**config.mk**
```make
export PLATFORM = sky130hd
export DESIGN_NAME = spi_regs_top
export DESIGN_NICKNAME = d
export VERILOG_FILES = /design/src/hdl/spi_pkg.sv /design/src/hdl/spi_bus_if.sv /design/src/hdl/spi_byte_if.sv /design/src/hdl/spi_frame_decoder.sv /design/src/hdl/spi_reg_file.sv /design/src/hdl/spi_regs_top.sv /design/src/hdl/spi_slave_driver.sv
export VERILOG_INCLUDE_DIRS = /design/src /design/src/hdl
export SDC_FILE = /design/constraint.sdc
export NUM_CORES = 1
export LEC_CHECK = 0
export BUFFER_PORTS_ARGS = -buffer_cell sky130_fd_sc_hd__clkbuf_2
export CORE_MARGIN = 3
export CORE_UTILIZATION = 52
export DETAILED_ROUTE_END_ITERATION = 16
export PLACE_DENSITY_LB_ADDON = 0.05
export SYNTH_ARGS = -nofsm -noshare
export SYNTH_HDL_FRONTEND = slang
export SYNTH_SLANG_ARGS = --single-unit
```
**constraint.sdc**
```tcl
create_clock -name rst -period 3.2 [get_ports rst]
set_clock_uncertainty 0.05 [all_clocks]
set_input_delay 0.48 -clock rst [delete_from_list [all_inputs] [get_ports rst]]
set_output_delay 0.48 -clock rst [all_outputs]
set_load 0.02 [all_outputs]
```
**src/hdl/spi_defines.svh**
```systemverilog
`ifndef SPI_DEFINES_SVH
`define SPI_DEFINES_SVH

// bits per byte on the spi wire
`define SPI_DATA_WIDTH 8

// size of the register bank
`define SPI_REG_COUNT 8

// index width into the bank
`define SPI_REG_AWIDTH 3

// fixed content of register 0
`define SPI_REGS_ID 8'hA5

`endif

```
**src/hdl/spi_pkg.sv**
```systemverilog
`include "spi_defines.svh"

package spi_pkg;

  // one byte as it travels over mosi/miso
  typedef logic [`SPI_DATA_WIDTH-1:0] spi_byte_t;

  // low bits of the command byte, also used as the running address
  typedef logic [`SPI_DATA_WIDTH-2:0] cmd_addr_t;

  // shift engine states
  typedef enum logic [1:0] {
    idle,            // cs high, waiting for a frame
    wait_sclk_high,  // next rising sclk drives miso
    wait_sclk_low,   // next falling sclk samples mosi
    reload           // byte done, fetch the next tx byte
  } drv_state_e;

  // frame decoder phase
  typedef enum logic {
    command,  // first byte of the frame
    data      // every byte after the command
  } frame_state_e;

endpackage

```
**src/hdl/spi_bus_if.sv**
```systemverilog
`timescale 1ns/10ps

// register access from the frame decoder into the register bank
interface spi_bus_if;
  import spi_pkg::*;

  cmd_addr_t addr;     // full 7-bit address, upper range reads zero
  logic      wr_en;    // single cycle write strobe
  spi_byte_t wr_data;
  spi_byte_t rd_data;  // combinational from addr

  modport requester (
    output addr,
    output wr_en,
    output wr_data,
    input  rd_data
  );

  modport target (
    input  addr,
    input  wr_en,
    input  wr_data,
    output rd_data
  );

endinterface

```
**src/hdl/spi_byte_if.sv**
```systemverilog
`timescale 1ns/10ps

// byte traffic between the shift engine and the frame decoder
interface spi_byte_if;
  import spi_pkg::*;

  spi_byte_t tx_byte;     // next byte to shift out on miso
  spi_byte_t rx_byte;     // byte just shifted in from mosi
  logic      byte_valid;  // one cycle per received byte
  logic      frame_idle;  // cs high or no sclk yet in this frame

  modport engine (
    input  tx_byte,
    output rx_byte,
    output byte_valid,
    output frame_idle
  );

  modport framer (
    output tx_byte,
    input  rx_byte,
    input  byte_valid,
    input  frame_idle
  );

endinterface

```
**src/hdl/spi_frame_decoder.sv**
```systemverilog
`timescale 1ns/10ps
`include "spi_defines.svh"

module spi_frame_decoder (
  input  logic         rst,
  input  logic         clk,
  spi_byte_if.framer   bytes,
  spi_bus_if.requester bus
);
  import spi_pkg::*;

  frame_state_e phase;
  logic         is_write;   // latched from the command msb
  cmd_addr_t    addr_q;     // running address
  spi_byte_t    echo_byte;  // last data byte of the frame
  logic         cmd_done;
  logic         data_done;

  assign cmd_done  = bytes.byte_valid && (phase == command);
  assign data_done = bytes.byte_valid && (phase == data);

  //////////////////////////////
  // frame phase and direction
  //////////////////////////////

  always_ff @(posedge rst or posedge clk) begin
    if (clk) begin
      phase    <= command;
      is_write <= 1'b0;
    end else if (bytes.frame_idle) begin
      phase <= command;  // every frame opens with a command byte
    end else if (cmd_done) begin
      phase    <= data;
      is_write <= bytes.rx_byte[`SPI_DATA_WIDTH-1];
    end
  end

  //////////////////////////////
  // address and echo tracking
  //////////////////////////////

  always_ff @(posedge rst or posedge clk) begin
    if (clk) begin
      addr_q    <= '0;
      echo_byte <= '0;
    end else begin
      if (cmd_done) begin
        addr_q <= bytes.rx_byte[`SPI_DATA_WIDTH-2:0];  // start address
      end else if (data_done) begin
        addr_q    <= addr_q + 1'b1;  // wraps at 127
        echo_byte <= bytes.rx_byte;
      end
    end
  end

  //////////////////////////////
  // register bus requests
  //////////////////////////////

  // bypass the fresh command address so the first read byte is ready early
  assign bus.addr    = cmd_done ? bytes.rx_byte[`SPI_DATA_WIDTH-2:0] : addr_q;
  assign bus.wr_en   = data_done && is_write;
  assign bus.wr_data = bytes.rx_byte;

  // the command byte shifts out the echo, data bytes shift out register content
  always_comb begin
    if (phase == command && !cmd_done) begin
      bytes.tx_byte = echo_byte;
    end else begin
      bytes.tx_byte = bus.rd_data;
    end
  end

  // writes only come from data bytes inside an open frame
  assert property (@(posedge rst) disable iff (clk) bus.wr_en |-> !bytes.frame_idle);

endmodule

```
**src/hdl/spi_reg_file.sv**
```systemverilog
`timescale 1ns/10ps
`include "spi_defines.svh"

module spi_reg_file (
  input  logic               rst,
  input  logic               clk,
  spi_bus_if.target          bus,
  input  spi_pkg::spi_byte_t gpio_in,
  output spi_pkg::spi_byte_t gpio_out
);
  import spi_pkg::*;

  localparam logic [`SPI_REG_AWIDTH-1:0] ID_IDX       = `SPI_REG_AWIDTH'(0);
  localparam logic [`SPI_REG_AWIDTH-1:0] GPIO_OUT_IDX = `SPI_REG_AWIDTH'(2);
  localparam logic [`SPI_REG_AWIDTH-1:0] GPIO_IN_IDX  = `SPI_REG_AWIDTH'(3);

  logic [`SPI_REG_AWIDTH-1:0] idx;
  logic                       in_range;
  logic                       read_only;
  logic                       gpio_we;
  logic                       scratch_we;
  spi_byte_t                  scratch [`SPI_REG_COUNT];  // 1 and 4..7 in use
  spi_byte_t                  gpio_in_q;

  //////////////////////////////
  // address decode
  //////////////////////////////

  assign idx        = bus.addr[`SPI_REG_AWIDTH-1:0];
  assign in_range   = bus.addr < cmd_addr_t'(`SPI_REG_COUNT);
  assign read_only  = (idx == ID_IDX) || (idx == GPIO_IN_IDX);
  assign gpio_we    = bus.wr_en && in_range && (idx == GPIO_OUT_IDX);
  assign scratch_we = bus.wr_en && in_range && !read_only && (idx != GPIO_OUT_IDX);

  //////////////////////////////
  // storage
  //////////////////////////////

  always_ff @(posedge rst or posedge clk) begin
    if (clk) begin
      gpio_out <= '0;
    end else if (gpio_we) begin
      gpio_out <= bus.wr_data;
    end
  end

  always_ff @(posedge rst) begin
    if (scratch_we) begin
      scratch[idx] <= bus.wr_data;
    end
  end

  // one flop on the pins before the value can reach miso
  always_ff @(posedge rst) begin
    gpio_in_q <= gpio_in;
  end

  //////////////////////////////
  // read mux
  //////////////////////////////

  always_comb begin
    bus.rd_data = '0;  // addresses 8 and up
    if (in_range) begin
      case (idx)
        ID_IDX:       bus.rd_data = `SPI_REGS_ID;
        GPIO_OUT_IDX: bus.rd_data = gpio_out;
        GPIO_IN_IDX:  bus.rd_data = gpio_in_q;
        default:      bus.rd_data = scratch[idx];
      endcase
    end
  end

  // the decoder must never strobe a write before its address settles
  assert property (@(posedge rst) disable iff (clk) bus.wr_en |-> !$isunknown(bus.addr));

endmodule

```
**src/hdl/spi_regs_top.sv**
```systemverilog
`timescale 1ns/10ps

module spi_regs_top (
  input  logic               rst,
  input  logic               clk,
  input  logic               sclk,
  input  logic               mosi,
  input  logic               cs,
  output logic               miso,
  input  spi_pkg::spi_byte_t gpio_in,
  output spi_pkg::spi_byte_t gpio_out
);

  // byte stream between shifter and decoder
  spi_byte_if byte_if ();

  // register accesses between decoder and bank
  spi_bus_if bus_if ();

  spi_slave_driver u_driver (
    .rst  (rst),
    .clk  (clk),
    .sclk (sclk),
    .mosi (mosi),
    .cs   (cs),
    .miso (miso),
    .bus  (byte_if.engine)
  );

  spi_frame_decoder u_decoder (
    .rst   (rst),
    .clk   (clk),
    .bytes (byte_if.framer),
    .bus   (bus_if.requester)
  );

  spi_reg_file u_regs (
    .rst      (rst),
    .clk      (clk),
    .bus      (bus_if.target),
    .gpio_in  (gpio_in),
    .gpio_out (gpio_out)
  );

endmodule

```
**src/hdl/spi_slave_driver.sv**
```systemverilog
`timescale 1ns/10ps
`include "spi_defines.svh"

module spi_slave_driver (
  input  logic       rst,
  input  logic       clk,
  input  logic       sclk,
  input  logic       mosi,
  input  logic       cs,
  output logic       miso,
  spi_byte_if.engine bus
);
  import spi_pkg::*;

  localparam int CNT_W = $clog2(`SPI_DATA_WIDTH + 1);

  logic [1:0]       sclk_sync;
  logic [1:0]       mosi_sync;
  logic [1:0]       cs_sync;
  logic             sclk_s;
  logic             mosi_s;
  logic             cs_s;
  spi_byte_t        shift_reg;
  logic [CNT_W-1:0] bit_cnt;
  drv_state_e       state;

  //////////////////////////////
  // pin synchronizers
  //////////////////////////////

  always_ff @(posedge rst or posedge clk) begin
    if (clk) begin
      sclk_sync <= 2'b00;
      mosi_sync <= 2'b00;
      cs_sync   <= 2'b11;  // cs idles high
    end else begin
      sclk_sync <= {sclk_sync[0], sclk};
      mosi_sync <= {mosi_sync[0], mosi};
      cs_sync   <= {cs_sync[0], cs};
    end
  end

  assign sclk_s = sclk_sync[1];
  assign mosi_s = mosi_sync[1];
  assign cs_s   = cs_sync[1];

  //////////////////////////////
  // mode 1 shift engine
  //////////////////////////////

  always_ff @(posedge rst or posedge clk) begin
    if (clk) begin
      state          <= idle;
      bit_cnt        <= '0;
      miso           <= 1'b0;
      bus.byte_valid <= 1'b0;
      bus.frame_idle <= 1'b1;
    end else begin
      bus.byte_valid <= 1'b0;
      if (cs_s) begin
        state          <= idle;
        bit_cnt        <= '0;
        bus.frame_idle <= 1'b1;
      end else begin
        case (state)
          idle: begin
            bit_cnt <= '0;
            state   <= wait_sclk_high;
          end
          wait_sclk_high: if (sclk_s) begin
            miso           <= shift_reg[`SPI_DATA_WIDTH-1];  // msb first
            bus.frame_idle <= 1'b0;
            state          <= wait_sclk_low;
          end
          wait_sclk_low: if (!sclk_s) begin
            bit_cnt <= bit_cnt + 1'b1;
            if (bit_cnt == CNT_W'(`SPI_DATA_WIDTH - 1)) begin
              bus.byte_valid <= 1'b1;
              state          <= reload;
            end else begin
              state <= wait_sclk_high;
            end
          end
          reload: if (!bus.byte_valid) begin  // let the decoder settle tx_byte first
            bit_cnt <= '0;
            state   <= wait_sclk_high;
          end
          default: state <= idle;
        endcase
      end
    end
  end

  // data path of the shifter
  always_ff @(posedge rst) begin
    if (!cs_s) begin
      case (state)
        idle:          shift_reg <= bus.tx_byte;
        wait_sclk_low: if (!sclk_s) shift_reg <= {shift_reg[`SPI_DATA_WIDTH-2:0], mosi_s};
        reload:        if (!bus.byte_valid) shift_reg <= bus.tx_byte;
        default:       shift_reg <= shift_reg;
      endcase
    end
  end

  assign bus.rx_byte = shift_reg;  // full byte while byte_valid is high

  // a byte takes at least eight sclk periods, so strobes never touch
  assert property (@(posedge rst) disable iff (clk) bus.byte_valid |=> !bus.byte_valid);

  assert property (@(posedge rst) disable iff (clk) bit_cnt <= CNT_W'(`SPI_DATA_WIDTH));

endmodule

```
==> out/metrics.yaml <==
die:
  die_h_um: 97.4
  std_cell_rows: 32
  dieArea_um2: 9480
  floorplan.initialDensity: 0.548
  die-width_um: 97.4
  pin_count: 22
  core_um2: 7930
synthesis:
  synth_edf_count: 48
  synthesis.area_per_instance_um2: 12.6
  postSynthRegisterBits: 96
  synthAdderAreaFrac: 0.0173
  synth_top_flop_cell: "sky130_fd_sc_hd__edfxtp_1"
  netlist_instances: 344
  synth_top_family_by_area: "compound AO/OA/AOI/OAI gates"
  synth_simple_gate_area_share: 0.0948
  ys_top_cells_by_area: "sky130_fd_sc_hd__edfxtp_1 (33%), sky130_fd_sc_hd__dfrtp_1 (21%), sky130_fd_sc_hd__mux2_2 (4.4%), sky130_fd_sc_hd__dfxtp_1 (3.7%), sky130_fd_sc_hd__a21oi_1 (3.2%)"
  synth_top_area_share: 0.332
  syn-num-nets: 363
  synth_xor_xnor_area_share: 0.00202
  synth_compound_gate_area_share: 0.155
  yosys_warnings: 0
  asyncSetResetFlopFracSynth: 0.417
  synth.largest_area_cell: "sky130_fd_sc_hd__edfxtp_1"
  post_synth_mux_area_share: 0.0888
  yosys.cell_types.count: 58
  mappedNetlistArea_um2: 4340
  synth_sequential_area_ratio: 0.600
cts:
  h-tree-depth: 3
  clkSlewWorstSetupHoldPaths_ps: 100
  cts_inserted_buffers: 9
  clock_sinks: 96
  cts_root_buf: "sky130_fd_sc_hd__clkbuf_8"
  postCtsResizedCells: 0
  insertion_delay_ps: 380
  clock_path_buffers: 2
  post_cts_repair_setup_buffers: 0
  cts_tree: "built"
  ctsHoldBuffers: 0
sta:
  grt_setup_unrepaired: "no"
  final_max_slew_viol_count: 0
  finalSetupViolCount: 0
  setup_tns_ps: 0
  min_cycle_time_layout_ps: 2570
  min_setup_slack_post_route_ps: 633
  finalHoldViolCount: 0
  min_period_over_period: 0.802
  tightestPinTransition_ps: 839
  timing.slew.headroom: 0.441
  max_clock_freq_ghz: 0.390
critical_path:
  cp.buffers_inverters: 0
  timing.critical_path.max_delay_family: "simple AND/OR/NAND/NOR gates"
  worst-setup-path-type: "reg -> reg"
  worst-path-max-fanout: 14
  worst_ep_arrival_time_ps: 2530
  crit_path_start_kind: "flip-flop"
  cp_data_required_time_ps: 3160
  worst-path-stages: 4
  cpMaxStageDelayCell: "sky130_fd_sc_hd__dfrtp_1"
  cpPeakStageDelay_ps: 590
  worstRegToRegCells: 4
  worst_setup_path_end_kind: "flip-flop"
  cp_cell_sequence: "and3b_1, a21o_1, nand2b_1, nor2_1"
drt:
  totalWireLength_um: 10200
  drt_pass1_iterations: 5
  total_number_of_vias: 2939
  drt_drc_violations_left: 0
  avgViaCountPerCell: 6.15
  detailedRoute.firstIterationViolations: 321
  wl_per_cell_um: 21.4
  ant_nets: 0
hold_path:
  hold_path_class: "in -> async"
layout:
  layout.cells.most_common_list: "sky130_fd_sc_hd__edfxtp_1 (48), sky130_fd_sc_hd__dfrtp_1 (37), sky130_fd_sc_hd__a21oi_1 (28)"
  final_net_count: 390
  final_core_util: 0.598
  antennaDiodeCount: 0
  leading_cell_type_in_the_layout_fill_and_taps_excluded: "sky130_fd_sc_hd__edfxtp_1"
  layout_filler_cell_count: 679
  flow.area_growth_from_synthesis_pct: 9.20
  post_route_cells_drive_above_1_share: 0.234
grt:
  grt_use_total: 0.226
  number_of_global_route_vias_before_repair: 2966
  largest_net_degree_at_the_start_of_global_routing: 27
  number_of_antenna_violations_at_the_first_check_in_global_routing: 0
  global_route_wire_length_before_repair_um: 16400
  grt-ovfl-total: 0
place:
  dp.final_hpwl_um: 7110
  place_ws_ps: 641
  globalplace.congestion: 0.911
  port_buffers: 21
power:
  p_leak_nw: 1.89
  cellPowerDensity_nw_per_um2: 461
  vdd_drop_max_v: 0.000210
outcome:
  status: "completed"
flow_run:
  timing.max_cap.violations: 0
[Yosys cell counts (2+ instances only)]
| cell type | instances |
|---|---|
| sky130_fd_sc_hd__a211oi_1 | 11 |
| sky130_fd_sc_hd__a21o_1 | 3 |
| sky130_fd_sc_hd__a21oi_1 | 28 |
| sky130_fd_sc_hd__a221oi_2 | 4 |
| sky130_fd_sc_hd__a22oi_1 | 2 |
| sky130_fd_sc_hd__a31oi_1 | 5 |
| sky130_fd_sc_hd__a31oi_2 | 2 |
| sky130_fd_sc_hd__and3_1 | 2 |
| sky130_fd_sc_hd__and3b_1 | 2 |
| sky130_fd_sc_hd__buf_2 | 4 |
| sky130_fd_sc_hd__buf_6 | 5 |
| sky130_fd_sc_hd__clkbuf_1 | 7 |
| sky130_fd_sc_hd__dfrtp_1 | 37 |
| sky130_fd_sc_hd__dfstp_2 | 3 |
| sky130_fd_sc_hd__dfxtp_1 | 8 |
| sky130_fd_sc_hd__edfxtp_1 | 48 |
| sky130_fd_sc_hd__ha_1 | 6 |
| sky130_fd_sc_hd__inv_1 | 18 |
| sky130_fd_sc_hd__mux2_2 | 17 |
| sky130_fd_sc_hd__mux2_4 | 8 |
| sky130_fd_sc_hd__mux2i_1 | 4 |
| sky130_fd_sc_hd__nand2_1 | 15 |
| sky130_fd_sc_hd__nand2b_1 | 3 |
| sky130_fd_sc_hd__nand3_1 | 7 |
| sky130_fd_sc_hd__nand4_1 | 2 |
| sky130_fd_sc_hd__nor2_1 | 18 |
| sky130_fd_sc_hd__nor2b_1 | 3 |
| sky130_fd_sc_hd__nor3_1 | 8 |
| sky130_fd_sc_hd__nor3b_1 | 2 |
| sky130_fd_sc_hd__nor4_1 | 3 |
| sky130_fd_sc_hd__o21a_1 | 3 |
| sky130_fd_sc_hd__o21ai_0 | 14 |
| sky130_fd_sc_hd__o21ai_1 | 4 |
| sky130_fd_sc_hd__o21bai_1 | 4 |
| sky130_fd_sc_hd__o221ai_1 | 3 |
| sky130_fd_sc_hd__o22ai_1 | 5 |
| sky130_fd_sc_hd__o311a_1 | 4 |
| sky130_fd_sc_hd__or3_1 | 2 |
[kinds of logic (layout without fill, tap and decap cells)]
kind of cell    count (synthesis)  after routing
mux                            31             31
buf+inv                        36             68
compound gates                 98             98
flops                          96             96
fa+ha+maj                       6              6
simple gates                   76             76
xor+xnor                        1              1
[per-stage QoR]
| step | cell area, um2 | total power, mW | cells | hold WS [ps] |
|---|---|---|---|---|
| detailed placement | 4560 | 1.45 | 462 | 285 |
| global route | 4740 | 2.25 | 478 | 29.1 |
| global placement | 4560 | 1.45 | 462 | 284 |
| CTS | 4740 | 2.20 | 478 | 12.0 |
| floorplan | 4340 | 1.41 | 344 | 281 |
| finish | 4740 | 2.18 | 478 | 5.83 |
[sequential cells by signal, summed over array words and instances (netlist names)]
register                 flops
u_regs.scratch              40
u_driver.cs_sync             2
u_decoder.addr_q             7
u_decoder.is_write           1
u_driver.miso                1
u_driver.state               2
u_driver.bus.byte_valid      1
u_driver.bus.rx_byte         8
u_regs.gpio_in_q             8
u_regs.gpio_out              8
u_driver.sclk_sync           2
u_driver.mosi_sync           2
u_driver.bus.frame_idle      1
u_decoder.echo_byte          8
u_driver.bit_cnt             4
u_decoder.phase              1
[layout make-up]
| class | count | area [um2] | share of cell area |
|---|---|---|---|
| Clock inverter | 7 | 60.1 | 0.0127 |
| Timing Repair Buffer | 34 | 203 | 0.0428 |
| Clock buffer | 9 | 124 | 0.0261 |
| Inverter | 18 | 67.6 | 0.0143 |
| Multi-Input combinational cell | 212 | 1550 | 0.327 |
| Sequential cell | 96 | 2610 | 0.550 |
| Tap cell | 102 | 128 | 0.0269 |
[routing by layer]
metal / track usage / wire length, um / vias up
li1: - / - / 1353
met1: 0.318 / 4520 / 1437
met2: 0.339 / 4730 / 126
met3: 0.0574 / 711 / 23
met4: 0.0831 / 255 / 0
met5: 0 / 0 / -
[path summary, 6_finish.rpt]
kind	start	endpoint	slack [ps]
max in group asynchronous	clk	u_driver.bus.frame_idle	2360
setup / recovery	u_driver.bus.byte_valid	u_regs.scratch[7][7]	630
setup reg to reg	u_driver.bus.byte_valid	u_regs.scratch[7][7]	630
hold reg to reg	u_driver.mosi_sync[0]	u_driver.mosi_sync[1]	310
min in group rst	cs	u_driver.cs_sync[0]	130
hold / removal	clk	u_driver.sclk_sync[1]	6
[power breakdown]
part	internal, mW	switching [mW]	leakage (nW)
Combinational	0.0263	0.0488	0.755
Sequential	1.32	0.0259	1.04
Clock	0.300	0.464	0.0949
No activity file was read; power rests on OpenSTA's default activity.
